===== config.mk =====
export PLATFORM = sky130hd
export DESIGN_NAME = spmm_row_feeder
export DESIGN_NICKNAME = d
export VERILOG_FILES = /design/src/hdl/gat_pkg.sv /design/src/hdl/spmm_row_feeder.sv
export SDC_FILE = /design/constraint.sdc
export NUM_CORES = 1
export LEC_CHECK = 0
export BUFFER_PORTS_ARGS = -buffer_cell sky130_fd_sc_hd__buf_2
export CAP_MARGIN = 10
export CELL_PAD_IN_SITES_DETAIL_PLACEMENT = 1
export CELL_PAD_IN_SITES_GLOBAL_PLACEMENT = 2
export CORE_AREA = 2 2 232 234
export CTS_CLUSTER_SIZE = 20
export DETAILED_ROUTE_END_ITERATION = 12
export DIE_AREA = 0 0 234 236
export PLACE_DENSITY_LB_ADDON = 0.2
export SLEW_MARGIN = 20
export SYNTH_ARGS = -nofsm -noshare
export SYNTH_HDL_FRONTEND = slang
export SYNTH_SLANG_ARGS = --single-unit

===== constraint.sdc =====
create_clock -name clk -period 2.3 [get_ports clk]
set_input_delay 0.46 -clock clk [delete_from_list [all_inputs] [get_ports clk]]
set_output_delay 0.46 -clock clk [all_outputs]
set_load 0.01 [all_outputs]

===== src/hdl/gat_pkg.sv =====
`default_nettype none

package gat_pkg;

  // Layer sizes
  localparam int NUM_FEAT_IN  = 16;
  localparam int NUM_FEAT_OUT = 4;
  localparam int DATA_W       = 8;
  localparam int COL_IDX_W    = $clog2(NUM_FEAT_IN);
  localparam int FO_IDX_W     = $clog2(NUM_FEAT_OUT);
  localparam int PROD_W       = 2 * DATA_W;
  localparam int WH_W         = 20;
  localparam int SCORE_W      = 32;
  localparam int NODE_ID_W    = 8;

  // APB register map, byte addresses
  localparam int APB_ADDR_W   = 12;
  localparam int APB_DATA_W   = 32;
  localparam int W_BASE       = 0;
  localparam int W_WORDS      = NUM_FEAT_IN * NUM_FEAT_OUT;
  localparam int A_BASE       = 256;
  localparam int A_LEN        = 2 * NUM_FEAT_OUT;
  localparam int A_IDX_W      = $clog2(A_LEN);

  typedef logic signed [DATA_W-1:0]  data_t;
  typedef logic signed [WH_W-1:0]    wh_t;
  typedef logic signed [SCORE_W-1:0] score_t;

  typedef struct packed {
    data_t                val;
    logic [COL_IDX_W-1:0] col;
    logic                 last;
  } h_entry_t;

  // One row of W, indexed by output feature
  typedef data_t [NUM_FEAT_OUT-1:0] wgt_row_t;
  typedef wgt_row_t [NUM_FEAT_IN-1:0] wgt_mat_t;

  // Self half in 0..3, neighbour half in 4..7
  typedef data_t [A_LEN-1:0] attn_vec_t;

  typedef struct packed {
    data_t val;
    data_t wgt;
    logic  last;
  } lane_beat_t;

  typedef wh_t [NUM_FEAT_OUT-1:0] wh_row_t;

  typedef struct packed {
    logic [NODE_ID_W-1:0] node_id;
    wh_row_t              wh;
    score_t               score_self;
    score_t               score_neigh;
  } node_result_t;

  typedef enum logic {
    FD_IDLE,
    FD_ROW
  } feeder_state_e;

endpackage

`default_nettype wire


===== src/hdl/spmm_row_feeder.sv =====
`timescale 1ns/1ns
`default_nettype none

module spmm_row_feeder (
  input  wire                                                clk,
  input  wire                                                rst_n,
  input  wire                                                h_valid_i,
  input  wire  gat_pkg::h_entry_t                            h_entry_i,
  input  wire  gat_pkg::wgt_mat_t                            wgt_i,
  input  wire                                                pipe_en_i,
  output logic                                               h_ready_o,
  output logic                                               beat_valid_o,
  output gat_pkg::lane_beat_t [gat_pkg::NUM_FEAT_OUT-1:0]    beat_o
);

  import gat_pkg::*;

  feeder_state_e state_q;
  feeder_state_e state_d;
  logic          accept;
  logic          ent_vld_q;
  data_t         ent_val_q;
  logic          ent_last_q;
  wgt_row_t      ent_row_q;

  // Stalls only when the result register is blocked
  assign h_ready_o = pipe_en_i;
  assign accept    = h_valid_i && pipe_en_i;

  // Row open or closed
  always_comb begin
    state_d = state_q;
    case (state_q)
      FD_IDLE: begin
        if (accept && !h_entry_i.last) begin
          state_d = FD_ROW;
        end
      end
      FD_ROW: begin
        if (accept && h_entry_i.last) begin
          state_d = FD_IDLE;
        end
      end
      default: state_d = FD_IDLE;
    endcase
  end

  always_ff @(posedge clk or negedge rst_n) begin
    if (!rst_n) begin
      state_q      <= FD_IDLE;
      ent_vld_q    <= 1'b0;
      beat_valid_o <= 1'b0;
    end else if (pipe_en_i) begin
      state_q      <= state_d;
      ent_vld_q    <= accept;
      beat_valid_o <= ent_vld_q;
    end
  end

  // Accepted entry with the W row picked by its column
  always_ff @(posedge clk) begin
    if (accept) begin
      ent_val_q  <= h_entry_i.val;
      ent_last_q <= h_entry_i.last;
      ent_row_q  <= wgt_i[h_entry_i.col];
    end
  end

  // Split the registered W row into one beat per lane
  always_ff @(posedge clk) begin
    if (pipe_en_i && ent_vld_q) begin
      for (int j = 0; j < NUM_FEAT_OUT; j++) begin
        beat_o[j].val  <= ent_val_q;
        beat_o[j].wgt  <= ent_row_q[j];
        beat_o[j].last <= ent_last_q;
      end
    end
  end

endmodule

`default_nettype wire


# --- Yosys cells after proc, flatten, opt, wreduce, memory -nomap -nowiden ---
# Index checks and enable logic that the tools add are counted.
op_classes:
  n_lt_le_gt_ge: 1
  reduce_logical: 2
  n_mux: 2
ops:
  columns: ["op", "n"]
  rows:
  - ["$bmux 32 s4", 1]
  - ["$mux 32", 1]
  - ["$lt 4x5->1 const B", 1]
  - ["$logic_and 1x1->1", 2]
totals:
  regBits: 84
  out_inout_bits: 70
  word_cells: 19

# --- Logic depth before layout (Yosys ltp) ---
depth:
  word_depth: 2
  depth_mapped: 5
  mapped_depth_nobuf: 3

# --- Worst setup path before layout ---
# No wires, ideal clock.
synth_timing:
  path_type: "input port to flip-flop"
  start: "in h_entry_i[1] (netlist name)"
  end: "reg ent_row_q[10] (netlist name), data pin"
  path_stages: 5
  setup_ps: 259
  path_buffers: 2
  arrival_ps: 1634
  setup_slack_ps: 407
  path_cell_list: "buf_2 buf_2 mux4_2 a22oi_1 nand2_1"
synth_via:
  elab_chain_cells: 2
synth_rtl:
  columns: ["item", "line_no", "text"]
  rows:
  - ["from (decl)", "spmm_row_feeder.sv:8", "input wire gat_pkg::h_entry_t h_entry_i,"]
  - ["$bmux 32 s4", "spmm_row_feeder.sv:65", "ent_row_q <= wgt_i[h_entry_i.col];"]
  - ["$mux 32 (implied by the code)", "spmm_row_feeder.sv:65", null]
  - ["to (signal assigned)", "spmm_row_feeder.sv:65", null]
  - ["to (decl)", "spmm_row_feeder.sv:24", "wgt_row_t ent_row_q;"]
# No other way between the ends. The select of a mux whose other input is x is not followed.
# A chain may end at the register's enable or synchronous reset.

# --- Worst setup path in the final report ---
layout_timing:
  start: "in h_entry_i[1] (netlist name)"
  end: "reg ent_row_q[31] (netlist name), data pin"
# Same word-level chain as after synthesis.

==> impl_results.md <==
* Vias per cell at 3.86
* P_leak at 4.62 nW
* Total power at 5.00 mW
* Slew headroom at 0.485
* Area grow syn2layout at 65.2%
* Adder-cell share of the synthesized area at 0
* Cts bufs inserted at 9
* RSZ-0062 raised after global routing: false
* Clk root buf: clkbuf_16
* Ratio of final minimum period to clock period at 0.778
* Worst skew pair latency at 370 ps
* Total gr overflow at 0
* Synth Warn # at 0
* Vias in the first global route at 7467
* Post-DP HPWL at 30300 µm
* Clock Skew at between 8 and 9 ps
* DR WL/cell at about 22 µm
* Die height at 236 µm
* Rows at 85
* Syn Area/Cell at 16.7 µm²
* Unique cell type count in the Yosys netlist at 13
* Syn Inst Count at 387
* Fin worst setup slack at just over 500 ps
* Synthesized cell area at roughly 6500 µm²
* Slew @ Worst Pin at 771 ps
* HP Class: primary input to flip-flop
* Worst Path Max Fanout at 17
* Clock tree from TritonCTS: built
* Worst Path Required at roughly 2400 ps
* Worst-path clk slew at roughly 70 ps
* Setup TNS at 0 ps
* Commonest non-fill, non-tap cells in the layout: buf_2, mux4_2, edfxtp_1
* Power per cell area at 468 nW/µm²
* Setup violators final at 0
* Port buffer count at between 500 and 600
* Fin. max-slew vios at 0
* Peak supply drop at roughly 0.34 mV
* Synthesized flop and latch total at 84
* Final std cells w/o fill at 1664
* I/O Pins at 599
* Clock sink total at 84
* CP Data Arrival Time at 1900 ps
* Min Clock Period, post-route at 1790 ps
* Global Route Usage Sum at 0.130
* Initial antenna violation count at 2
* Count of TritonRoute iterations in the first routing pass at 4
* Postcts setup bufs at 0
* Main combinational cell family by area after synthesis: multiplexers
* Seq/Total Area, Yosys at 0.388
* Final antenna-violating net count at 0
* DR iter-0 viols at 178
* Final nets at 1491
* Pre-CTS WS at 70.7 ps
* Die Area at 55200 µm²
* Share of cells above drive strength 1 at 0.813
* Post-route DRC at 0
* Crit path kind: primary input to flip-flop
* Placed cell count at between 1.5k and 2k
* Post-Syn Nets at 916
* Die X at 234 µm
* H-tree depth at 3
* XOR/XNOR Fraction of Synth Area at 0
* Max-cap violations at 0
* Fillers at ~6.1k
* Final WL at approximately 36000 µm
* Critical Path End Type: flip-flop
* Initial Util at 0.122
* Global-route wire length before repair at around 51000 µm
* Post-synthesis mux area share at 0.449
* Post-Synth Simple-Gate Area at 0.0240
* Max clock buf depth at 2
* Pin count of the biggest net entering global routing at 65
* Final hold vios at 0
* Worst Setup Start Kind: primary input
* Achievable clock frequency at 0.559 GHz
* Cts repair resizes at 0
* Core area at about 53000 µm²
* Commonest non-fill, non-tap cell in the layout: buf_2
* Routability cong. at around 0.80
* Status: complete, no violations
* Compound-Gate Fraction of Synth Area at 0.0743
* Via Count at 6418
-- routing by layer --
layer	vias up	part of all wire	global-route usage
li1	2848	-	-
met1	3239	0.37	0.143
met2	293	0.54	0.241
met3	36	0.071	0.0309
met4	2	0.019	0.0412
met5	-	0.00044	0
-- state kept, by name, summed over array words and instances (netlist names) --
name,count
beat_o,41
beat_valid_o,1
ent_last_q,1
ent_row_q,32
ent_val_q,8
ent_vld_q,1
-- final cells by class --
cell class / count / area [µm²] / area share
multi-input combinational: 232 / 3570 / 0.334
timing repair buffer: 635 / 3410 / 0.319
sequential: 84 / 2510 / 0.235
tap: 696 / 871 / 0.0815
clock buffer: 9 / 225 / 0.0211
clock inverter: 7 / 98.8 / 0.00925
antenna: 1 / 2.50 / 0.000234
-- synth_stat cells --
| master | n | area share |
|---|---|---|
| nand2_1 | 32 | 0.019 |
| mux2_2 | 2 | 0.0035 |
| and2_1 | 3 | 0.0029 |
| mux4_2 | 128 | 0.45 |
| nor2b_1 | 2 | 0.0019 |
| buf_2 | 7 | 0.0054 |
| nor2_1 | 1 | 0.00058 |
| clkbuf_1 | 17 | 0.0099 |
| buf_4 | 37 | 0.043 |
| buf_1 | 10 | 0.0058 |
| edfxtp_1 | 82 | 0.38 |
| a22oi_1 | 64 | 0.074 |
| dfrtp_1 | 2 | 0.0077 |
-- what timing repair did --
item,in CTS,in global routing
hold endpoints to repair,2,0
hold buffers,1,0
endpoints found under the setup margin,0,0
-- power breakdown --
group	total, mW	internal, mW	switching [mW]
Clock	1.66	0.960	0.704
Combinational	1.47	0.846	0.622
Sequential	1.87	1.83	0.0379
-- logic make-up after synthesis --
group	count (synthesis)
buffers and inverters	71
muxes	130
DFF	84
AOI/OAI and AO/OA	64
and+or+nand+nor	38
-- final timing paths --
kind | start | to | slack [ps] | cells after the start
min | h_entry_i[12] | ent_val_q[7] | 260 | 1
min reg2reg | ent_val_q[3] | beat_o[29] | 410 | 0
max reg2reg | ent_vld_q | beat_o[56] | 1080 | 2
max in group asynchronous | rst_n | beat_valid_o | 1810 | 2
max | h_entry_i[1] | ent_row_q[31] | 510 | 6
min in group asynchronous | rst_n | beat_valid_o | 400 | 2
-- critical path, stage by stage --
cell	delay (ps)
clkbuf_8	130
buf_12	190
buf_12	190
mux4_2	530
a22oi_1	280
nand2_1	80
-- through the flow --
| step | utilization | hold WS (ps) | instance area (µm²) |
|---|---|---|---|
| 2_1_floorplan | - | 164 | 6470 |
| 3_3_place_gp | 0.195 | 248 | 10300 |
| 3_5_place_dp | 0.195 | 246 | 10300 |
| 4_1_cts | 0.201 | 231 | 10700 |
| 5_1_grt | 0.201 | 236 | 10700 |
| 6_report | 0.201 | 262 | 10700 |
Note: power is estimated with default switching activity, not from simulation.
