[src/hdl/gat_pkg.sv]
`default_nettype none

package gat_pkg;

  // Layer sizes
  localparam int NUM_FEAT_IN  = 16;
  localparam int NUM_FEAT_OUT = 4;
  localparam int DATA_W       = 8;
  localparam int COL_IDX_W    = $clog2(NUM_FEAT_IN);
  localparam int FO_IDX_W     = $clog2(NUM_FEAT_OUT);
  localparam int PROD_W       = 2 * DATA_W;
  localparam int WH_W         = 20;
  localparam int SCORE_W      = 32;
  localparam int NODE_ID_W    = 8;

  // APB register map, byte addresses
  localparam int APB_ADDR_W   = 12;
  localparam int APB_DATA_W   = 32;
  localparam int W_BASE       = 0;
  localparam int W_WORDS      = NUM_FEAT_IN * NUM_FEAT_OUT;
  localparam int A_BASE       = 256;
  localparam int A_LEN        = 2 * NUM_FEAT_OUT;
  localparam int A_IDX_W      = $clog2(A_LEN);

  typedef logic signed [DATA_W-1:0]  data_t;
  typedef logic signed [WH_W-1:0]    wh_t;
  typedef logic signed [SCORE_W-1:0] score_t;

  typedef struct packed {
    data_t                val;
    logic [COL_IDX_W-1:0] col;
    logic                 last;
  } h_entry_t;

  // One row of W, indexed by output feature
  typedef data_t [NUM_FEAT_OUT-1:0] wgt_row_t;
  typedef wgt_row_t [NUM_FEAT_IN-1:0] wgt_mat_t;

  // Self half in 0..3, neighbour half in 4..7
  typedef data_t [A_LEN-1:0] attn_vec_t;

  typedef struct packed {
    data_t val;
    data_t wgt;
    logic  last;
  } lane_beat_t;

  typedef wh_t [NUM_FEAT_OUT-1:0] wh_row_t;

  typedef struct packed {
    logic [NODE_ID_W-1:0] node_id;
    wh_row_t              wh;
    score_t               score_self;
    score_t               score_neigh;
  } node_result_t;

  typedef enum logic {
    FD_IDLE,
    FD_ROW
  } feeder_state_e;

endpackage

`default_nettype wire

[src/hdl/spmm_lane.sv]
`timescale 1ns/1ns
`default_nettype none

module spmm_lane (
  input  wire                               clk,
  input  wire                               rst_n,
  input  wire                               beat_valid_i,
  input  wire  gat_pkg::lane_beat_t         beat_i,
  input  wire                               pipe_en_i,
  output logic                              done_o,
  output logic signed [gat_pkg::WH_W-1:0]   wh_o
);

  import gat_pkg::*;

  logic signed [PROD_W-1:0] prod_q;
  logic                     prod_vld;
  logic                     prod_last;
  wh_t                      acc_q;
  wh_t                      acc_next;

  assign acc_next = acc_q + wh_t'(prod_q);

  always_ff @(posedge clk or negedge rst_n) begin
    if (!rst_n) begin
      prod_vld <= 1'b0;
      done_o   <= 1'b0;
      acc_q    <= '0;
    end else if (pipe_en_i) begin
      prod_vld <= beat_valid_i;
      done_o   <= prod_vld && prod_last;
      if (prod_vld) begin
        // Next row starts from zero
        acc_q <= prod_last ? '0 : acc_next;
      end
    end
  end

  always_ff @(posedge clk) begin
    if (pipe_en_i) begin
      if (beat_valid_i) begin
        prod_q    <= beat_i.val * beat_i.wgt;
        prod_last <= beat_i.last;
      end
      if (prod_vld && prod_last) begin
        wh_o <= acc_next;
      end
    end
  end

endmodule

`default_nettype wire

[config.mk]
export PLATFORM = sky130hd
export DESIGN_NAME = spmm_lane
export DESIGN_NICKNAME = d
export VERILOG_FILES = /design/src/hdl/gat_pkg.sv /design/src/hdl/spmm_lane.sv
export SDC_FILE = /design/constraint.sdc
export NUM_CORES = 1
export LEC_CHECK = 0
export ABC_CLOCK_PERIOD_IN_PS = 4000
export BUFFER_PORTS_ARGS = -buffer_cell sky130_fd_sc_hd__buf_2
export CORE_AREA = 8 8 114 116
export DETAILED_ROUTE_END_ITERATION = 7
export DIE_AREA = 0 0 122 124
export GPL_ROUTABILITY_DRIVEN = 0
export HOLD_SLACK_MARGIN = 0.12
export PLACE_DENSITY = 0.72
export SYNTH_ARGS = -nofsm -noshare
export SYNTH_HDL_FRONTEND = slang
export SYNTH_SLANG_ARGS = --single-unit
[constraint.sdc]
create_clock -name clk -period 4 [get_ports clk]
set_clock_uncertainty 0.1 [all_clocks]
set_input_delay 0.2 -clock clk [delete_from_list [all_inputs] [get_ports clk]]
set_output_delay 0.2 -clock clk [all_outputs]
set_load 0.005 [all_outputs]
======== After elaboration in Yosys (flattened, before gate mapping) ========
Cells that the tools add are included.
storage, ports and cells
  register bits ........................... 59
  output and inout port bits .............. 21
  logic and storage cells ................. 13
cells by class
  add/sub/neg operators ................... 1
  multiply operators ...................... 1
  multiplexer cells ....................... 1
  reduce and logical (&&, ||, !) cells .... 4
operator list
  kind                                          count
  20-bit by 16-bit adder with 20-bit output     1
  20-bit 2-to-1 mux                             1
  8-bit by 8-bit multiplier with 16-bit output  1
  2-bit AND reduction                           3
  1-bit logical AND                             1

======== Longest topological paths before layout ========
  depth in word-level cells ............... 2
  gate-level depth with buffers ........... 19
  depth with buffers taken out ............ 19

======== Worst setup path after synthesis ========
OpenSTA, ideal clock, no wires.
  path type ............................... input-to-reg
  start ................................... input port beat_i[5] (netlist bit)
  end ..................................... register prod_q[15], data pin
  library setup time ...................... 259 ps
  arrival ................................. 4073 ps
  required time ........................... 3641 ps
  slack ................................... -433 ps
  cell stages on the path ................. 17
  path buffers ............................ 0
  path through ............................ and2_1 -> fa_1 -> inv_1 -> fa_1 -> inv_1 -> fa_1 -> inv_1 -> fa_1 -> inv_1 -> ha_1 -> nand2_1 -> o21ai_0 -> nor4_1 -> nor3_1 -> a2111oi_2 -> a21oi_1 -> xnor2_1
on the way
  word-level cells in the longest chain between the ends .. 1
RTL lines
  element                                       line             source
  start, declared                               spmm_lane.sv:8   input wire gat_pkg::lane_beat_t beat_i,
  8-bit by 8-bit multiplier with 16-bit output  spmm_lane.sv:42  prod_q <= beat_i.val * beat_i.wgt;
  end signal, assigned                          spmm_lane.sv:42
  end, declared                                 spmm_lane.sv:16  logic signed [PROD_W-1:0] prod_q;
Every way passes these cells.
A chain may end at the register's enable or synchronous reset.

======== Worst setup path in the final report ========
Same ends and word-level chain as after synthesis.

==> flow_summary.json <==
{
  "ctsLongestPathBuffers": 2,
  "grt_usage": 0.154,
  "power_density_nw_per_um2": 775,
  "crit_buf_inv": 5,
  "rsz0062_at_grt": "yes",
  "final-max-slew-violation-count": 0,
  "synth_area_um2": 5500,
  "num_rows": 39,
  "antenna_cells": 0,
  "synth_seq_cells": 59,
  "path_clk_slew_ps": 50,
  "crit_path_start_kind": "primary input",
  "slowest_stage": "fa_1",
  "p_sw_w": 0.00212,
  "final-setup-viol-count": 0,
  "drt_wl_total_um": 11100,
  "cp_common_cell": "fa_1",
  "cts.sinks": 59,
  "regToRegSetupSlack_ps": 920,
  "post_drt_via_cell_ratio": 5.12,
  "synth-seq-area-share": 0.302,
  "relSlewSlack": 0.351,
  "layoutNonFillerInstCount": 772,
  "place_inst": 751,
  "cp.arrival_ps": 3930,
  "required_ps": 3970,
  "grt_pass1_vias": 4285,
  "crit_type": "primary input to register",
  "die_h_um": 124,
  "cts_tree": "built",
  "fin_crit_ps": 3970,
  "wl_per_cell_um": 14.3,
  "finalCritPeriodShare": 0.992,
  "first_iter_violations": 137,
  "hold_class": "primary input to register",
  "synthesis.instances": 525,
  "synth_ff_type": "edfxtp_1",
  "synth-edff-count": 37,
  "vias": 3956,
  "drt-met1-wl_um": 4800,
  "clock.fmax_mhz": 252,
  "seqPwrFrac": 0.214,
  "worstMarginPinSlew_ps": 974,
  "grt_max_degree": 30,
  "critPathTopFamily": "adder cells",
  "antenna_found_initial": 0,
  "worstSkewPairLatency_ps": 330,
  "cts_root_buf": "clkbuf_16",
  "core-area_um2": 11200,
  "numPortBuffers": 41,
  "grt_pass1_wl_um": 18700,
  "num_io_pins": 42,
  "initial_core_util": 0.492,
  "place_area_um2": 6300,
  "path_cells": "clkbuf_4 -> and2_1 -> fa_1 -> inv_2 -> fa_1 -> inv_2 -> fa_1 -> inv_1 -> fa_1 -> inv_2 -> ha_4 -> nand2_4 -> o21ai_4 -> nor4_4 -> nor3_2 -> a2111oi_4 -> a21oi_2 -> xnor2_1",
  "grt_overflow": 0,
  "dpl.hpwl_um": 8910,
  "async_reset_ff_frac": 0.373,
  "ir_drop_mv": 0.334,
  "wl_met3_um": 512,
  "status": "finished, final reports clean",
  "ctsHtreeMaxLevel": 3,
  "dieArea_um2": 15100,
  "cts_inserted_buffers": 9,
  "p_clk_frac": 0.125,
  "pre_cts_slack_ps": -394,
  "comb_power_share": 0.661,
  "cpPeakStageDelay_ps": 520,
  "internal_power_w": 0.00308,
  "dr.pass1.iters": 4,
  "maxCapViolations": 0,
  "final_area_um2": 6710,
  "ys_warn_count": 0,
  "critPathMaxFanout": 8,
  "syn_nets": 650,
  "drc": 0,
  "area_growth_pct": 22.0,
  "top_layer": "met4",
  "setup_ws_ps": 33.3,
  "p_leak_nw": 3.13,
  "power_switching_share": 0.408,
  "critPathCaptureType": "register",
  "yosysUniqueCellTypes": 51,
  "ant_nets": 0,
  "fp.dieW_um": 122,
  "avgSynthCellArea_um2": 10.5,
  "hold_violations": 0,
  "layout-drive-gt1-share": 0.229,
  "nNetsFinal": 749,
  "wl_met2_um": 5450
}
## final cells by class
class	count	area, µm²
Tap cell	143	179
Timing Repair Buffer	95	629
Inverter	92	345
Clock buffer	12	236
Sequential cell	59	1660
Clock inverter	4	17.5
Multi-Input combinational cell	367	3640
Fill cell	918	4460
## registers in the layout, summed over array words and instances, names as in the netlist
signal,count
acc_q,20
wh_o,20
done_o,1
prod_last,1
prod_vld,1
prod_q,16
## synth_stat cells, types with 2 or more instances
cell type,number,share of area
edfxtp_1,37,0.20
clkbuf_1,5,0.0034
nand4_1,3,0.0034
nand3_1,3,0.0027
o21a_1,10,0.014
nor4_1,3,0.0034
xnor2_1,27,0.043
o31ai_1,5,0.0068
nor2_1,16,0.011
a311o_1,2,0.0036
a31oi_1,2,0.0023
or2_2,2,0.0023
and3_1,4,0.0045
o21ai_1,2,0.0018
dfrtp_1,22,0.10
nand2_1,31,0.021
fa_1,56,0.20
a21oi_1,19,0.017
nand2b_1,7,0.0080
o21ai_0,17,0.015
inv_1,92,0.063
a211oi_1,4,0.0055
ha_1,48,0.11
a22o_1,12,0.019
and2_1,45,0.051
a21o_1,9,0.012
mux2i_1,3,0.0055
nor2b_1,9,0.010
o21bai_1,2,0.0027
nor3_1,2,0.0018
xor2_1,6,0.0096
## path summary, 6_finish.rpt
path,from,end,cells past startpoint
hold / removal,beat_i[9],prod_q[0],3
min in group asynchronous,rst_n,done_o,2
hold reg to reg,acc_q[10],acc_q[10],2
setup reg to reg,prod_q[0],wh_o[18],9
setup / recovery,beat_i[5],prod_q[15],18
max in group asynchronous,rst_n,acc_q[13],2
## per-layer routing
layer,GRT usage,up-vias
li1,-,1944
met2,0.274,84
met4,0.0732,0
met5,0,-
met1,0.175,1903
met3,0.0286,25
## worst min-delay path, delay by kind of cell
family / cells / cell delay (ps)
buffers and inverters: 2 / 220
AND/OR/NAND/NOR: 1 / 150
## what timing repair did
| item | in CTS | in global routing |
|---|---|---|
| hold buffers | 3 | 0 |
| gates resized for setup | 4 | 23 |
| pin swaps | 2 | 17 |
| endpoints found under the setup margin | 3 | 4 |
| cloned | 0 | 0 |
| buffers inserted | 0 | 2 |
| endpoints found under the hold margin | 25 | 0 |
## stage by stage
step / hold WS [ps] / utilization / TNS, ps / total power, W
2_1_floorplan: -196 / - / -114 / 0.00351
3_3_place_gp: 109 / 0.564 / -1520 / 0.00423
5_1_grt: 269 / 0.601 / -395 / 0.00569
6_report: 269 / 0.601 / 0 / 0.00520
4_1_cts: 254 / 0.591 / 0 / 0.00505
3_5_place_dp: 121 / 0.564 / -1860 / 0.00434
## cell usage in the layout (no fill, tap or decap), types with 4 or more instances in the layout
cell,n
ha_4,6
a21oi_2,5
inv_1,86
nand2b_1,7
a21o_1,9
a22o_1,12
xor2_1,5
and2_1,42
ha_1,41
inv_2,6
o21ai_0,14
nor2b_1,9
o21a_1,10
fa_1,55
clkbuf_16,9
edfxtp_1,37
nand2_1,28
xnor2_1,27
o31ai_1,5
o21ai_1,4
a211oi_1,4
a21oi_1,15
buf_2,38
buf_4,52
nor2_1,15
dfrtp_1,22
## power groups by stage
stage	logic [W]	clock network, W	registers, W
floorplan	0.00242	0	0.00109
global placement	0.00311	0	0.00111
detailed placement	0.00323	0	0.00112
CTS	0.00327	0.000665	0.00111
global route	0.00387	0.000693	0.00113
finish	0.00344	0.000651	0.00111
## cell families after synthesis
group           Yosys count  synth area share
fa+ha+maj               104             0.313
flops                    59             0.302
xor+xnor                 33            0.0525
compound gates           97             0.131
mux                       4           0.00751
buf+inv                  99            0.0680
simple gates            129             0.126
No activity file was read; power rests on OpenSTA's default activity.
