[src/hdl/gat_pkg.sv]
`default_nettype none

package gat_pkg;

  // Layer sizes
  localparam int NUM_FEAT_IN  = 16;
  localparam int NUM_FEAT_OUT = 4;
  localparam int DATA_W       = 8;
  localparam int COL_IDX_W    = $clog2(NUM_FEAT_IN);
  localparam int FO_IDX_W     = $clog2(NUM_FEAT_OUT);
  localparam int PROD_W       = 2 * DATA_W;
  localparam int WH_W         = 20;
  localparam int SCORE_W      = 32;
  localparam int NODE_ID_W    = 8;

  // APB register map, byte addresses
  localparam int APB_ADDR_W   = 12;
  localparam int APB_DATA_W   = 32;
  localparam int W_BASE       = 0;
  localparam int W_WORDS      = NUM_FEAT_IN * NUM_FEAT_OUT;
  localparam int A_BASE       = 256;
  localparam int A_LEN        = 2 * NUM_FEAT_OUT;
  localparam int A_IDX_W      = $clog2(A_LEN);

  typedef logic signed [DATA_W-1:0]  data_t;
  typedef logic signed [WH_W-1:0]    wh_t;
  typedef logic signed [SCORE_W-1:0] score_t;

  typedef struct packed {
    data_t                val;
    logic [COL_IDX_W-1:0] col;
    logic                 last;
  } h_entry_t;

  // One row of W, indexed by output feature
  typedef data_t [NUM_FEAT_OUT-1:0] wgt_row_t;
  typedef wgt_row_t [NUM_FEAT_IN-1:0] wgt_mat_t;

  // Self half in 0..3, neighbour half in 4..7
  typedef data_t [A_LEN-1:0] attn_vec_t;

  typedef struct packed {
    data_t val;
    data_t wgt;
    logic  last;
  } lane_beat_t;

  typedef wh_t [NUM_FEAT_OUT-1:0] wh_row_t;

  typedef struct packed {
    logic [NODE_ID_W-1:0] node_id;
    wh_row_t              wh;
    score_t               score_self;
    score_t               score_neigh;
  } node_result_t;

  typedef enum logic {
    FD_IDLE,
    FD_ROW
  } feeder_state_e;

endpackage

`default_nettype wire

[src/hdl/attn_score_unit.sv]
`timescale 1ns/1ns
`default_nettype none

module attn_score_unit (
  input  wire                                 clk,
  input  wire                                 rst_n,
  input  wire  [gat_pkg::NUM_FEAT_OUT-1:0]    lane_done_i,
  input  wire  gat_pkg::wh_row_t              lane_wh_i,
  input  wire  gat_pkg::attn_vec_t            attn_i,
  input  wire                                 node_ready_i,
  output logic                                node_valid_o,
  output gat_pkg::node_result_t               node_result_o,
  output logic                                pipe_en_o
);

  import gat_pkg::*;

  logic [NODE_ID_W-1:0] node_cnt;
  logic                 row_done;
  logic                 held;
  score_t               self_sum;
  score_t               neigh_sum;

  // Lanes finish together
  assign row_done = &lane_done_i;

  // Result waiting on the consumer freezes the whole pipeline
  assign held      = node_valid_o && !node_ready_i;
  assign pipe_en_o = !held;

  // Both halves of a against the finished WH row
  always_comb begin
    self_sum  = '0;
    neigh_sum = '0;
    for (int j = 0; j < NUM_FEAT_OUT; j++) begin
      self_sum  = self_sum + score_t'(attn_i[j]) * score_t'(lane_wh_i[j]);
      neigh_sum = neigh_sum +
                  score_t'(attn_i[j + NUM_FEAT_OUT]) * score_t'(lane_wh_i[j]);
    end
  end

  always_ff @(posedge clk or negedge rst_n) begin
    if (!rst_n) begin
      node_valid_o <= 1'b0;
      node_cnt     <= '0;
    end else if (!held) begin
      node_valid_o <= row_done;
      if (row_done) begin
        // Wraps after 256 nodes
        node_cnt <= node_cnt + 1'b1;
      end
    end
  end

  always_ff @(posedge clk) begin
    if (!held && row_done) begin
      node_result_o.node_id     <= node_cnt;
      node_result_o.wh          <= lane_wh_i;
      node_result_o.score_self  <= self_sum;
      node_result_o.score_neigh <= neigh_sum;
    end
  end

endmodule

`default_nettype wire

[config.mk]
export PLATFORM = sky130hd
export DESIGN_NAME = attn_score_unit
export DESIGN_NICKNAME = d
export VERILOG_FILES = /design/src/hdl/gat_pkg.sv /design/src/hdl/attn_score_unit.sv
export SDC_FILE = /design/constraint.sdc
export NUM_CORES = 2
export LEC_CHECK = 0
export ABC_AREA = 1
export BUFFER_PORTS_ARGS = -buffer_cell sky130_fd_sc_hd__buf_2
export CORE_MARGIN = 2
export CORE_UTILIZATION = 25
export CTS_BUF_LIST = sky130_fd_sc_hd__clkbuf_8
export CTS_CLUSTER_DIAMETER = 120
export DETAILED_ROUTE_END_ITERATION = 10
export PLACE_DENSITY = 0.52
export REMOVE_ABC_BUFFERS = 1
export SETUP_SLACK_MARGIN = 0.3
export SYNTH_ARGS = -nofsm -noshare
export SYNTH_HDL_FRONTEND = slang
export SYNTH_SLANG_ARGS = --single-unit
[constraint.sdc]
create_clock -name clk -period 3.82 [get_ports clk]
set_clock_uncertainty 0.1 [all_clocks]
set_input_delay 0.764 -clock clk [delete_from_list [all_inputs] [get_ports clk]]
set_output_delay 0.764 -clock clk [all_outputs]
set_load 0.01 [all_outputs]
=== Word-level counts from Yosys, hierarchy flattened ===
Cells that the tools add are included.

* Register bits after elaboration: 161
* Bits of input ports: 151
* Output and inout port bits: 154
* Word-level logic and storage cells: 31

* $add $sub $neg: 7
* Multiply operators: 8
* Bitwise gates (word level): 1
* Reductions and logical operators: 6

{| class="wikitable"
|+ Operators with widths
! cell !! count
|-
| $mul A8 B20 Y28 || 8
|-
| $add A30 B28 Y31 || 2
|-
| $add A29 B28 Y30 || 2
|-
| $add A28 B28 Y29 || 2
|-
| $add A8 B1 Y8 const B || 1
|-
| $reduce_and A5 Y1 || 1
|-
| $reduce_and A4 Y1 || 1
|-
| $logic_and A1 B1 Y1 || 2
|-
| $logic_not A1 Y1 || 2
|-
| $not A1 Y1 || 1
|}

=== Logic depth before layout (Yosys ltp) ===
* Word-level depth: 4
* Mapped depth: 31
* Depth with buffers taken out: 29

=== Worst setup path before layout ===
No wires, ideal clock.

* Path kind: input to register
* Start point: input lane_wh_i[79] (netlist bit)
* End point: register node_result_o[30] (netlist bit) (data pin)
* Setup time: 0.252 ns
* Data arrival time: 6.662 ns
* Data required time: 3.468 ns
* Setup slack: -3.194 ns
* Stages: 25
* Path buffers: 2
* Cell sequence: clkbuf_1 -> clkbuf_1 -> nand2_1 -> inv_1 -> fa_1 -> fa_1 -> inv_1 -> fa_1 -> fa_1 -> inv_1 -> fa_1 -> inv_1 -> fa_1 -> fa_1 -> fa_1 -> inv_1 -> ha_1 -> nand2_1 -> nor3_1 -> and2_1 -> nand2_1 -> nand2_1 -> inv_1 -> nand2_1 -> nand2_1

* Word-level cells in the longest chain between the ends: 2

{| class="wikitable"
|+ Ends and longest elaborated chain
! item !! RTL line !! source
|-
| start: declaration || attn_score_unit.sv:8 || <nowiki>input wire gat_pkg::wh_row_t lane_wh_i,</nowiki>
|-
| $mul A8 B20 Y28 || attn_score_unit.sv:38 || <nowiki>score_t'(attn_i[j + NUM_FEAT_OUT]) * score_t'(lane_wh_i[j]);</nowiki>
|-
| $add A30 B28 Y31 || attn_score_unit.sv:37 || <nowiki>neigh_sum = neigh_sum +</nowiki>
|-
| named net neigh_sum[30] || attn_score_unit.sv:22 || <nowiki>score_t neigh_sum;</nowiki>
|-
| end: declaration || attn_score_unit.sv:12 || <nowiki>output gat_pkg::node_result_t node_result_o,</nowiki>
|}

The timed path passes the listed nets, and every way through them passes these cells.
A chain may end at the register's enable or synchronous reset.

=== Worst setup path after layout ===
* Start point: input lane_wh_i[50] (netlist bit)
* End point: register node_result_o[20] (netlist bit) (data pin)

* Word-level cells in the longest chain between the ends: 3

{| class="wikitable"
|+ Ends and longest elaborated chain
! item !! RTL line
|-
| $mul A8 B20 Y28 || attn_score_unit.sv:38
|-
| $add A29 B28 Y30 || attn_score_unit.sv:37
|-
| $add A30 B28 Y31 || attn_score_unit.sv:37
|-
| named net neigh_sum[20] || attn_score_unit.sv:22
|}

The timed path passes the listed nets, and every way through them passes these cells.

==> impl_metrics.toml <==
[timing]
finalSetupViolCount = 57
hold_viol = 0
fin_crit_sh_pct = 168.8
finalMaxSlewViolations = 0
worstMarginPinSlew_ns = 0.6769
timing.fmax_mhz = 155.1
setup_slack_ns = -2.628
relSlewSlack_pct = 54.87
min_period_ns = 6.448
rsz0062_at_grt = "yes"

[finish]
drive_gt1_share_pct = 27.12
fillers = 21430
multi_input_area_mm2 = 0.04175
final_core_util_pct = 33.55
layout.nets = 8764
syn_to_final_growth_pct = 33.25
most-common-layout-cells = "inv_1, nand2_1, fa_1"
seq_area_mm2 = 0.004730
final_common_cell = "inv_1"

[clock_network]
insertion_delay_ns = 0.67
cts-root-buf = "clkbuf_8"
clk_path_buf_depth = 2
cts_buffers = 17
htree_levels = 4
cts_tree = "yes"
clock-sinks = 159
clk_pin_slew_ns = 0.11

[worst_setup_path]
worstSetupStartpointType = "primary input"
worstSetupEndpointType = "register"
critPathKind = "primary input to register"
worstPathMaxFanout = 15
cp_data_arrival_time_ns = 6.79
crit_required_ns = 4.16

[floorplan]
coreArea_mm2 = 0.2073
start_util_pct = 25.18
fp-row-count = 167
pin_count = 305
fp.dieH_um = 460.9
die_area_mm2 = 0.2125
fp.dieW_um = 460.9

[grt]
globalRouteMet2Util_pct = 29.18
grt_pass1_wl_um = 277400
use_met1_pct = 24.79
busiest_layer = "met2"
use_met3_pct = 2.825
grt_pass1_vias = 44160
overflow = 0
antenna_found_initial = 15
globalRouteTotalUtil_pct = 17.84
grt_max_degree = 69

[yosys]
ys_types = 30
synth_top_area_cell = "fa_1"
seq_area_frac_synth_pct = 9.061
syn_area_per_cell_um2 = 8.632
synth_top_area_share_pct = 52.62
ys_seq_elements = 159
synth.area.top_cells = "fa_1, inv_1, nand2_1"
yosysWarningCount = 0
synthCells = 6047
syn_area_mm2 = 0.05220

[placement]
dpl.hpwl_um = 151000
gp_congestion = 0.8965
portBuffers = 304

[drt]
avgViaCountPerCell = 4.162
routed_wl_um = 185600
drtIter0Drc = 2983
drtAntennaViolNets = 0
drc_errors = 0
wire_per_inst_um = 18.99
via_count = 40690
first_pass_iters = 5

[run]
max-cap-violations = 0

[run_status]
violations = "negative setup slack"
outcome = "complete, but fails checks"

[worst_hold_path]
min_path_type = "primary input to register"
==> synth_stat cells <==
library cell / n
a21oi_1: 56
o21ai_1: 2
or2_2: 5
and2_1: 4
nor2_1: 121
nand2_2: 12
nor2_4: 1
o21ai_0: 27
nor3_2: 3
nand3b_1: 4
o21bai_1: 6
xor2_1: 38
inv_1: 2080
clkbuf_1: 231
edfxtp_1: 150
nand3_1: 48
nor3_1: 10
a21o_2: 1
inv_2: 9
ha_1: 271
nand4_1: 26
nor2_2: 14
or2_0: 1
nand2_1: 1529
buf_4: 2
nand3_2: 3
fa_1: 1372
xnor2_1: 9
dfrtp_1: 9
a21o_1: 3
==> layout make-up <==
class                           count  share of cell area, %
Inverter                         2089                  11.35
Timing Repair Buffer             1137                  16.22
Clock buffer                       17                 0.3364
Multi-Input combinational cell   3566                  60.03
Clock inverter                     15                 0.2213
Sequential cell                   159                  6.800
Tap cell                         2788                  5.016
Antenna cell                        6                0.02159
==> repair_timing <==
item / in CTS / in global routing
cloned: 18 / 8
pin swaps: 469 / 322
endpoints found under the setup margin: 58 / 58
endpoints found under the hold margin: 9 / 0
buffers inserted: 123 / 37
gates resized for setup: 1009 / 304
hold buffers: 1 / 0
==> kinds of logic (layout without fill, tap and decap cells) <==
group	Yosys count	after routing	share of synthesized area, %
compound gates	95	95	0.9612
xor+xnor	47	47	0.7887
fa+ha+maj	1643	1643	59.12
buf+inv	2322	3258	16.71
flops	159	159	9.061
other cells	0	6	0
simple gates	1781	1781	13.36
==> path summary, 6_finish.rpt <==
| kind | start | endpoint | slack [ns] | depth (start not counted) |
|---|---|---|---|---|
| setup / recovery | lane_wh_i[50] | node_result_o[20] | -2.63 | 25 |
| min in group asynchronous | rst_n | node_cnt[2] | 0.39 | 2 |
| max in group asynchronous | rst_n | node_cnt[0] | 3.03 | 2 |
| hold reg to reg | node_cnt[7] | node_result_o[151] | 0.41 | 0 |
| hold / removal | node_ready_i | node_valid_o | 0.25 | 4 |
| setup reg to reg | node_valid_o | node_result_o[119] | 1.63 | 6 |
==> sequential cells by signal, indices dropped and copies added, names as in the netlist <==
name,count
node_result_o,150
node_cnt,8
node_valid_o,1
==> layer usage <==
| layer | vias to the layer above | share of wire, % |
|---|---|---|
| met5 | - | 0.015 |
| met4 | 4 | 2.2 |
| met3 | 120 | 6.3 |
| met2 | 1160 | 47 |
| met1 | 21000 | 44 |
| li1 | 18410 | - |
==> worst max-delay path, cell delays in order <==
cell        delay [ns]
buf_2             0.11
buf_12            0.16
clkinvlp_4        0.14
nand2_1           0.09
fa_1              0.53
inv_1             0.05
fa_1              0.53
fa_1              0.46
fa_1              0.51
fa_2              0.59
fa_2              0.43
fa_1              0.48
inv_1             0.05
fa_1              0.49
inv_1             0.07
ha_4              0.28
nand2_1           0.08
buf_4             0.15
nor2_4            0.11
inv_2             0.07
nor2_4            0.16
nand4_1           0.12
nand3_2           0.11
xor2_2            0.09
buf_4             0.13
==> per-stage QoR <==
stage / area [um2] / hold WS (ns) / setup TNS, ns / cells / setup WS, ns
finish: 69550 / 0.2496 / -134.45 / 9777 / -2.628
global placement: 62440 / 0.3585 / -195.64 / 9552 / -3.886
global route: 69550 / 0.2139 / -140.35 / 9775 / -2.773
CTS: 68140 / 0.1304 / -129.30 / 9726 / -2.574
detailed placement: 62440 / 0.3839 / -197.20 / 9552 / -3.896
floorplan: 51310 / 0.3469 / -137.14 / 5814 / -2.854
Power is not shown: default switching activity piles up to over one toggle a cycle in this logic, so the estimate is an artifact.
