$ cat src/hdl/gat_pkg.sv
`default_nettype none

package gat_pkg;

  // Layer sizes
  localparam int NUM_FEAT_IN  = 16;
  localparam int NUM_FEAT_OUT = 4;
  localparam int DATA_W       = 8;
  localparam int COL_IDX_W    = $clog2(NUM_FEAT_IN);
  localparam int FO_IDX_W     = $clog2(NUM_FEAT_OUT);
  localparam int PROD_W       = 2 * DATA_W;
  localparam int WH_W         = 20;
  localparam int SCORE_W      = 32;
  localparam int NODE_ID_W    = 8;

  // APB register map, byte addresses
  localparam int APB_ADDR_W   = 12;
  localparam int APB_DATA_W   = 32;
  localparam int W_BASE       = 0;
  localparam int W_WORDS      = NUM_FEAT_IN * NUM_FEAT_OUT;
  localparam int A_BASE       = 256;
  localparam int A_LEN        = 2 * NUM_FEAT_OUT;
  localparam int A_IDX_W      = $clog2(A_LEN);

  typedef logic signed [DATA_W-1:0]  data_t;
  typedef logic signed [WH_W-1:0]    wh_t;
  typedef logic signed [SCORE_W-1:0] score_t;

  typedef struct packed {
    data_t                val;
    logic [COL_IDX_W-1:0] col;
    logic                 last;
  } h_entry_t;

  // One row of W, indexed by output feature
  typedef data_t [NUM_FEAT_OUT-1:0] wgt_row_t;
  typedef wgt_row_t [NUM_FEAT_IN-1:0] wgt_mat_t;

  // Self half in 0..3, neighbour half in 4..7
  typedef data_t [A_LEN-1:0] attn_vec_t;

  typedef struct packed {
    data_t val;
    data_t wgt;
    logic  last;
  } lane_beat_t;

  typedef wh_t [NUM_FEAT_OUT-1:0] wh_row_t;

  typedef struct packed {
    logic [NODE_ID_W-1:0] node_id;
    wh_row_t              wh;
    score_t               score_self;
    score_t               score_neigh;
  } node_result_t;

  typedef enum logic {
    FD_IDLE,
    FD_ROW
  } feeder_state_e;

endpackage

`default_nettype wire

$ cat src/hdl/gat_cfg_apb.sv
`timescale 1ns/1ns
`default_nettype none

module gat_cfg_apb (
  input  wire                             clk,
  input  wire                             rst_n,
  input  wire  [gat_pkg::APB_ADDR_W-1:0]  paddr_i,
  input  wire                             psel_i,
  input  wire                             penable_i,
  input  wire                             pwrite_i,
  input  wire  [gat_pkg::APB_DATA_W-1:0]  pwdata_i,
  output logic [gat_pkg::APB_DATA_W-1:0]  prdata_o,
  output logic                            pready_o,
  output logic                            pslverr_o,
  output gat_pkg::wgt_mat_t               wgt_o,
  output gat_pkg::attn_vec_t              attn_o
);

  import gat_pkg::*;

  logic [APB_ADDR_W-1:0] w_off;
  logic [APB_ADDR_W-1:0] a_off;
  logic                  access;
  logic                  aligned;
  logic                  in_w;
  logic                  in_a;
  logic                  addr_ok;
  logic [COL_IDX_W-1:0]  w_row;
  logic [FO_IDX_W-1:0]   w_col;
  logic [A_IDX_W-1:0]    a_idx;

  // Offsets wrap below the base, so one compare per range is enough
  assign w_off = paddr_i - APB_ADDR_W'(W_BASE);
  assign a_off = paddr_i - APB_ADDR_W'(A_BASE);

  assign in_w    = w_off < APB_ADDR_W'(4 * W_WORDS);
  assign in_a    = a_off < APB_ADDR_W'(4 * A_LEN);
  assign aligned = paddr_i[1:0] == 2'b00;
  assign addr_ok = aligned && (in_w || in_a);
  assign access  = psel_i && penable_i;

  // W word index is row * NUM_FEAT_OUT + col
  assign w_row = w_off[2 + FO_IDX_W +: COL_IDX_W];
  assign w_col = w_off[2 +: FO_IDX_W];
  assign a_idx = a_off[2 +: A_IDX_W];

  // No wait states
  assign pready_o  = 1'b1;
  assign pslverr_o = access && !addr_ok;

  always_ff @(posedge clk or negedge rst_n) begin
    if (!rst_n) begin
      wgt_o  <= '0;
      attn_o <= '0;
    end else if (access && pwrite_i && addr_ok) begin
      if (in_w) begin
        wgt_o[w_row][w_col] <= pwdata_i[DATA_W-1:0];
      end else begin
        attn_o[a_idx] <= pwdata_i[DATA_W-1:0];
      end
    end
  end

  // Bytes read back zero-extended
  always_comb begin
    prdata_o = '0;
    if (access && addr_ok) begin
      if (in_w) begin
        prdata_o[DATA_W-1:0] = wgt_o[w_row][w_col];
      end else begin
        prdata_o[DATA_W-1:0] = attn_o[a_idx];
      end
    end
  end

endmodule

`default_nettype wire

$ cat config.mk
export PLATFORM = sky130hd
export DESIGN_NAME = gat_cfg_apb
export DESIGN_NICKNAME = d
export VERILOG_FILES = /design/src/hdl/gat_pkg.sv /design/src/hdl/gat_cfg_apb.sv
export SDC_FILE = /design/constraint.sdc
export NUM_CORES = 1
export LEC_CHECK = 0
export BUFFER_PORTS_ARGS = -buffer_cell sky130_fd_sc_hd__buf_2
export CORE_ASPECT_RATIO = 0.9
export CORE_MARGIN = 3
export CORE_UTILIZATION = 35
export DETAILED_ROUTE_END_ITERATION = 10
export SLEW_MARGIN = 20
export SYNTH_ARGS = -nofsm -noshare
export SYNTH_HDL_FRONTEND = slang
export SYNTH_SLANG_ARGS = --single-unit
$ cat constraint.sdc
create_clock -name clk -period 5.26 [get_ports clk]
set_input_delay 1.052 -clock clk [delete_from_list [all_inputs] [get_ports clk]]
set_output_delay 1.052 -clock clk [all_outputs]
set_load 0.05 [all_outputs]
# Yosys cells after proc, flatten, opt, wreduce, memory -nomap -nowiden
# Cells that the tools add are included.
[word_totals]
reg_bits = 576
n_memories = 0
ramBits = 0
latchBits = 0
elab_cells = 112
output_inout_bits = 610
input_bits = 49
romBits = 0
[classes]
eq_ne = 0
div_mod_pow = 0
bitwise_logic = 1
addsub = 1
reduce_logical = 14
order_cmp = 8
muxes = 16
n_shift = 0
n_mul = 0
[ops]
columns = ["op", "count"]
rows = [
  ["$bwmux W512", 1],
  ["$bmux W32 S4", 1],
  ["$demux W32 S4", 1],
  ["$bwmux W64", 1],
  ["$mux W32", 2],
  ["$mux W8", 6],
  ["$bmux W8 S3", 1],
  ["$demux W8 S3", 1],
  ["$bmux W8 S2", 1],
  ["$demux W8 S2", 1],
  ["$lt A12 B6 Y1 const B", 1],
  ["$lt A12 B9 Y1 const B", 1],
  ["$sub A12 B9 Y12 const B", 1],
  ["$logic_and A1 B1 Y1", 9],
  ["$lt A4 B5 Y1 const B", 1],
  ["$ge A4 B1 Y1 const B", 1],
  ["$lt A3 B4 Y1 const B", 1],
  ["$reduce_and A2 Y1", 2],
  ["$ge A3 B1 Y1 const B", 1],
  ["$lt A2 B3 Y1 const B", 1],
  ["$ge A2 B1 Y1 const B", 1],
  ["$logic_not A2 Y1", 1],
  ["$logic_not A1 Y1", 1],
  ["$logic_or A1 B1 Y1", 1],
  ["$not A1 Y1", 1],
]

# Longest topological paths before layout
# Gate-level depths: netlist of run 1.
[depth]
ltp_word = 7
depth_mapped = 9
ltp_nobuf = 5

# Worst setup path before layout of run 1
# No wires, ideal clock.
[synth_timing]
path_kind = "input to output"
from = "in paddr_i[5] (netlist name)"
to = "out prdata_o[1] (netlist name)"
required_ns = 4.208
path_slack_ns = 0.792
n_path_buf = 2
cell_stages = 7
t_arrival_ns = 3.416
cell_sequence = "buf_2 -> buf_1 -> o31ai_1 -> nand4_1 -> a21oi_1 -> o21ai_0 -> a211oi_1"
[synth_between]
elab_chain_len = 6
word_cells_on_any_way = 12
classes_between = "add/sub (1); order compare (2); mux (6); reduce/logical (3)"
[synth_rtl]
columns = ["item", "line", "rtl"]
rows = [
  ["from (decl)", "gat_cfg_apb.sv:7", "input wire [gat_pkg::APB_ADDR_W-1:0] paddr_i,"],
  ["$sub A12 B9 Y12 / $bmux W32 S4 (equally long branches)", "gat_cfg_apb.sv:34, gat_cfg_apb.sv:69", ""],
  ["$lt A12 B6 Y1 / $mux W32 (equally long branches)", "gat_cfg_apb.sv:37, gat_cfg_apb.sv:69", ""],
  ["$logic_or A1 B1 Y1 / $bmux W8 S2 (equally long branches)", "gat_cfg_apb.sv:39, gat_cfg_apb.sv:69", ""],
  ["$logic_and A1 B1 Y1 / $mux W8 (equally long branches)", "gat_cfg_apb.sv:39, gat_cfg_apb.sv:69", ""],
  ["$logic_and A1 B1 Y1 / $mux W8 (equally long branches)", "gat_cfg_apb.sv:67, gat_cfg_apb.sv:68", ""],
  ["$mux W8 *", "gat_cfg_apb.sv:67", "if (access && addr_ok) begin"],
  ["to (decl)", "gat_cfg_apb.sv:12", "output logic [gat_pkg::APB_DATA_W-1:0] prdata_o,"],
]
# Mark *: on every way between the ends. The rest lies on a longest branch, timed or not. The select of a mux whose other input is x is not followed.

# Final worst setup path of run 1
[layout_timing]
from = "in paddr_i[4] (netlist name)"
to = "out prdata_o[6] (netlist name)"
# Same word-level chain as after synthesis.

==> results of run 1 <==
==> power by group <==
part / internal [W] / switching [W] / total [W] / leakage, nW
Sequential: 0.00444 / 0.00000450 / 0.00444 / 8.05
Combinational: 0.000124 / 0.000403 / 0.000527 / 9.66
Clock: 0.00266 / 0.00192 / 0.00458 / 1.04
Total: 0.00722 / 0.00232 / 0.00954 / 18.8
==> cells by family after synthesis <==
group	after synthesis	synth area share, %
other cells	2	0.0270
simple gates	165	6.14
compound gates	68	1.65
mux	760	37.3
buf+inv	150	3.09
flops	576	51.8
==> critical path, delay by kind of cell <==
family | cells | cell delay (ps)
AND/OR/NAND/NOR | 1 | 170
multiplexers | 1 | 600
buffers and inverters | 3 | 990
AO/OA/AOI/OAI | 2 | 820
==> layout make-up <==
class / instances / area share (%)
flip-flops and latches: 576 / 42.0
multi-input cells: 1018 / 36.9
repair buffers: 678 / 11.0
clock buffers: 96 / 5.59
well taps: 1039 / 3.79
clock inverters: 17 / 0.657
inverters: 2 / 0.0219
diodes: 3 / 0.0219
==> per-stage QoR <==
stage	worst slack, ps	cells	total power (W)	area, µm²
6_report	361	3429	0.00954	34300
3_5_place_dp	419	3312	0.00505	32100
3_3_place_gp	424	3312	0.00504	32100
5_1_grt	236	3428	0.00987	34300
4_1_cts	413	3425	0.00966	34300
2_1_floorplan	792	1744	0.00483	27900
==> metal layers <==
| layer | GRT usage [%] | up-vias | part of all wire (%) |
|---|---|---|---|
| met5 | 0 | - | 0.0084 |
| met4 | 6.36 | 2 | 2.5 |
| met3 | 8.23 | 128 | 8.9 |
| met2 | 43.7 | 685 | 50 |
| met1 | 31.3 | 9943 | 39 |
| li1 | - | 7653 | - |
==> path summary, 6_finish.rpt <==
path                            start     endpoint  slack [ps]  cells after the start
max in group asynchronous       rst_n   wgt_o[186]        3570                      3
max                        paddr_i[4]  prdata_o[6]         360                      7
max reg2reg                 wgt_o[96]    wgt_o[96]        4400                      1
min in group clk            wgt_o[39]    wgt_o[39]         510                      1
min reg2reg                 wgt_o[39]    wgt_o[39]         510                      1
min                             rst_n    wgt_o[77]         370                      1
==> registers in the layout, summed over array words and instances (netlist names) <==
name,flops
wgt_o,512
attn_o,64
==> cell usage in the layout (no fill, tap or decap), types with 8 or more instances in the layout <==
cell type | netlist | routed
a211oi_1 | 12 | 12
a21oi_1 | 12 | 12
buf_12 | 3 | 13
buf_2 | 17 | 603
buf_4 | 34 | 58
clkbuf_1 | 66 | 17
clkbuf_16 | 0 | 68
clkbuf_8 | 0 | 11
conb_1 | 2 | 25
dfrtp_1 | 576 | 576
mux2_1 | 15 | 15
mux2_2 | 516 | 516
mux2_4 | 48 | 48
mux2i_1 | 31 | 31
mux4_2 | 150 | 150
nand2_1 | 23 | 23
nand3_1 | 13 | 13
nor2_1 | 8 | 8
nor2_2 | 17 | 17
nor2_4 | 11 | 11
nor2_8 | 41 | 41
o211ai_1 | 9 | 9
o21ai_0 | 10 | 10
==> flow_summary.yaml, run 1 <==
synthesis:
  ys.flop_type: "dfrtp_1"
  syn_area_um2: 27800
  syn-instance-count: 1721
  ys.warnings.count: 0
  synth_edf_count: 0
  synth-seq-cells: 576
  syn_area_per_cell_um2: 16.2
  synth_top_cells_by_count: "dfrtp_1, mux2_2, mux4_2"
  synthTopCellsByArea: "dfrtp_1, mux2_2, mux4_2"
  ys_async_sr_fraction_pct: 100
  yosys.area.top_type_share_pct: 51.8
  yosys.area.top_type: "dfrtp_1"
  yosysSeqAreaShare_pct: 51.8
  yosysMostFrequentCell: "dfrtp_1"
  synth_cell_types: 58
routing:
  wl_per_cell_um: 31.4
  first_pass_iters: 5
  ant_nets: 0
  drt_iter0_drc: 839
  num_vias: 18400
  post-route-drc-count: 0
  avgViaCountPerCell: 5.37
  wl_um: 108000
power:
  power.leakage_nw: 18.8
  powerDensity_nw_per_um2: 278
  ir_drop_mv: 0.240
sta:
  grt_setup_unrepaired: "false"
  hold_viol_final: 0
  fin_worst_skew_ps: 0
  drv_slew: 0
  worstMarginPinSlew_ps: 1120
  max_slew_margin_pct: 25.6
  timing.final.setup_violations: 0
  timing.final.crit_share_pct: 93.1
  whs_ps: 373
  fin_crit_ps: 4900
  tns_ps: 0
  fmax_ghz: 0.204
worst_setup_path:
  end_kind: "primary output"
  slowest_stage: "mux4_2"
  critPathMaxStageDelay_ps: 600
  crit_fanout: 40
  path_cells: "buf_8, buf_4, mux4_2, a211o_1, and3_1, o41a_1, buf_2"
  critPathArrivalTime_ps: 3850
  path_class: "in -> out"
  crit_path_start_kind: "input pin"
  crit_required_ps: 4210
place:
  dp_hpwl_um: 81100
  portBuffers: 609
  place_congestion: 0.902
job:
  cap_violations: 0
cts:
  clock_sink_count: 576
  clockBufferDepth: 3
  cts_made_buffers: 67
  clk_pin_slew_worst_paths_ps: 60
  hold_buffers: 0
  cts_tree: "built"
  ctsHtreeMaxLevel: 3
  clk_latency_ps: 610
  clock-root-buffer: "clkbuf_16"
  post_cts_buffers: 0
  cts.repair.resized: 0
layout:
  area_growth_pct: 23.2
  final_util_pct: 43.8
  multi_input_area_um2: 12700
  fill_cells: 7158
  register_area_um2: 14400
  fin_nets: 2392
  drive_above_1_share_pct: 66.2
die:
  die_height_um: 274
  coreArea_um2: 78300
  rows: 97
  initial_core_util_pct: 35.6
  boundaryPins: 659
  design.die.area_um2: 83000
  die_w_um: 303
min_path:
  hold_class: "in -> async"
global_routing:
  grt_remaining_overflow: 0
  grt_use_total_pct: 25.6
  grt_pass1_vias: 19200
  antenna_found_initial: 8
  grt_start_max_net_pins: 121
  grt_pass1_wl_um: 151000
outcome:
  status: "complete, no violations"
(Power assumes the default switching activity.)
==> run 2: changes to the inputs <==
--- a/config.mk
+++ b/config.mk
@@ -10,6 +10,7 @@
 export CORE_MARGIN = 3
 export CORE_UTILIZATION = 35
 export DETAILED_ROUTE_END_ITERATION = 10
+export RECOVER_POWER = 100
 export SLEW_MARGIN = 20
 export SYNTH_ARGS = -nofsm -noshare
 export SYNTH_HDL_FRONTEND = slang
==> flow_summary.yaml, run 2 (same netlist as run 1, synthesis figures left out) <==
sta:
  max_slew_margin_pct: -138
  drv_slew: 67
  fin_crit_ps: 4990
  timing.final.crit_share_pct: 94.9
  hold_viol_final: 0
  worstMarginPinSlew_ps: 3580
  grt_setup_unrepaired: "false"
  tns_ps: 0
  fin_worst_skew_ps: 0
  fmax_ghz: 0.200
  timing.final.setup_violations: 0
worst_setup_path:
  crit_fanout: 40
  path_class: "in -> out"
  critPathArrivalTime_ps: 3940
  slowest_stage: "mux4_2"
  reg2reg_slack_ps: 4390
  timing.rr.end: "wgt_o[96]"
  critPathMaxStageDelay_ps: 600
  r2r-start: "wgt_o[96]"
  path_buf_inv: 3
  crit_path_frequent_cell: "a211oi_1"
  end_kind: "primary output"
  r2r_cells: 1
  path_cells: "buf_8, buf_4, mux4_2, mux2i_1, o211ai_1, a211oi_1, a211oi_1, dlymetal6s2s_1"
  crit_path_start_kind: "input pin"
  crit_family: "buffers and inverters"
  crit_required_ps: 4210
die:
  design.die.area_um2: 83000
  initial_core_util_pct: 35.6
  rows: 97
  boundaryPins: 659
  die_w_um: 303
  coreArea_um2: 78300
  die_height_um: 274
routing:
  wl_per_cell_um: 31.6
  num_vias: 18500
  met2_length_um: 53500
  ant_nets: 0
  drt_iter0_drc: 879
  wl_um: 108000
  top_layer: "met5"
  post-route-drc-count: 0
  wl_met3_um: 10000
  first_pass_iters: 7
  avgViaCountPerCell: 5.39
  wl_met1_um: 41600
power:
  power.leakage_nw: 15.0
  total_power_w: 0.00953
  ir_drop_mv: 0.239
  powerDensity_nw_per_um2: 293
place:
  portBuffers: 609
  dp_hpwl_um: 81100
  place_congestion: 0.902
global_routing:
  antenna_found_initial: 7
  grt_remaining_overflow: 0
  grt_use_total_pct: 25.6
  grt_pass1_vias: 19200
  grt_start_max_net_pins: 121
  grt_pass1_wl_um: 151000
outcome:
  status: "finished with violations"
  violations: "max-capacitance violations, max-slew violations"
cts:
  cts_made_buffers: 67
  clock-root-buffer: "clkbuf_16"
  cts.repair.resized: 0
  clk_latency_ps: 610
  cts_tree: "built"
  clockBufferDepth: 3
  clk_pin_slew_worst_paths_ps: 60
  ctsHtreeMaxLevel: 3
  hold_buffers: 0
  post_cts_buffers: 0
  clock_sink_count: 576
layout:
  final_util_pct: 41.6
  largest_register_ffs: 512
  reg.largest.list: "wgt_o x512, attn_o x64"
  area_growth_pct: 16.9
  final_common_cell: "clkbuf_1"
  drive_above_1_share_pct: 37.9
  fin_nets: 2392
  regMostFlops: "wgt_o"
  layout_common_cells: "clkbuf_1, dfrtp_1, mux2_2"
min_path:
  hp-start: "wgt_o[39]"
  hold_class: "reg -> reg"
  holdPathEnd: "wgt_o[39]"
  hold_depth: 1
job:
  cap_violations: 3
run 2: cell types whose count changed in the layout (fill, tap and decap cells not counted), moves of 25 or more:
cell | previous run | this run
mux2_4 | 48 | 7
nor2_8 | 41 | 1
nor2_1 | 8 | 73
mux2_2 | 516 | 541
clkbuf_1 | 17 | 605
buf_2 | 603 | 21
run 2: layout make-up:
type / instances / area, µm²
clock inverters: 17 / 225
flip-flops and latches: 576 / 14400
diodes: 5 / 12.5
inverters: 2 / 7.51
multi-input cells: 1018 / 11700
repair buffers: 678 / 3000
fillers: 7600 / 45700
well taps: 1039 / 1300
clock buffers: 96 / 1920
run 2: per-layer routing:
metal / vias up / track usage (%)
met5: - / 0
met4: 2 / 6.36
met3: 149 / 8.23
met2: 763 / 43.7
met1: 9912 / 31.3
li1: 7660 / -
run 2: worst max path at each step:
stage / startpoint / endpoint / slack (ps) / depth (start not counted)
4_1_cts: paddr_i[4] / prdata_o[6] / 410 / 7
5_1_grt: paddr_i[4] / prdata_o[2] / 180 / 8
2_1_floorplan: paddr_i[5] / prdata_o[1] / 790 / 7
3_3_place_gp: paddr_i[4] / prdata_o[6] / 420 / 7
3_5_place_dp: paddr_i[4] / prdata_o[6] / 420 / 7
6_report: paddr_i[4] / prdata_o[2] / 270 / 8
run 2: where the power goes:
| part | switching, W | leakage, nW | total [W] | internal (W) |
|---|---|---|---|---|
| Combinational | 0.000388 | 5.91 | 0.000508 | 0.000120 |
| Sequential | 0.00000465 | 8.05 | 0.00444 | 0.00444 |
| Clock | 0.00192 | 1.04 | 0.00458 | 0.00266 |
| Total | 0.00231 | 15.0 | 0.00953 | 0.00722 |
run 2: per-stage QoR:
step | std cells | hold WS [ps] | setup WS (ps) | instance area, µm²
floorplan | 1744 | 756 | 792 | 27900
global placement | 3312 | 489 | 424 | 32100
detailed placement | 3312 | 498 | 419 | 32100
CTS | 3425 | 511 | 413 | 34300
global route | 3428 | 526 | 179 | 32500
finish | 3431 | 518 | 268 | 32500
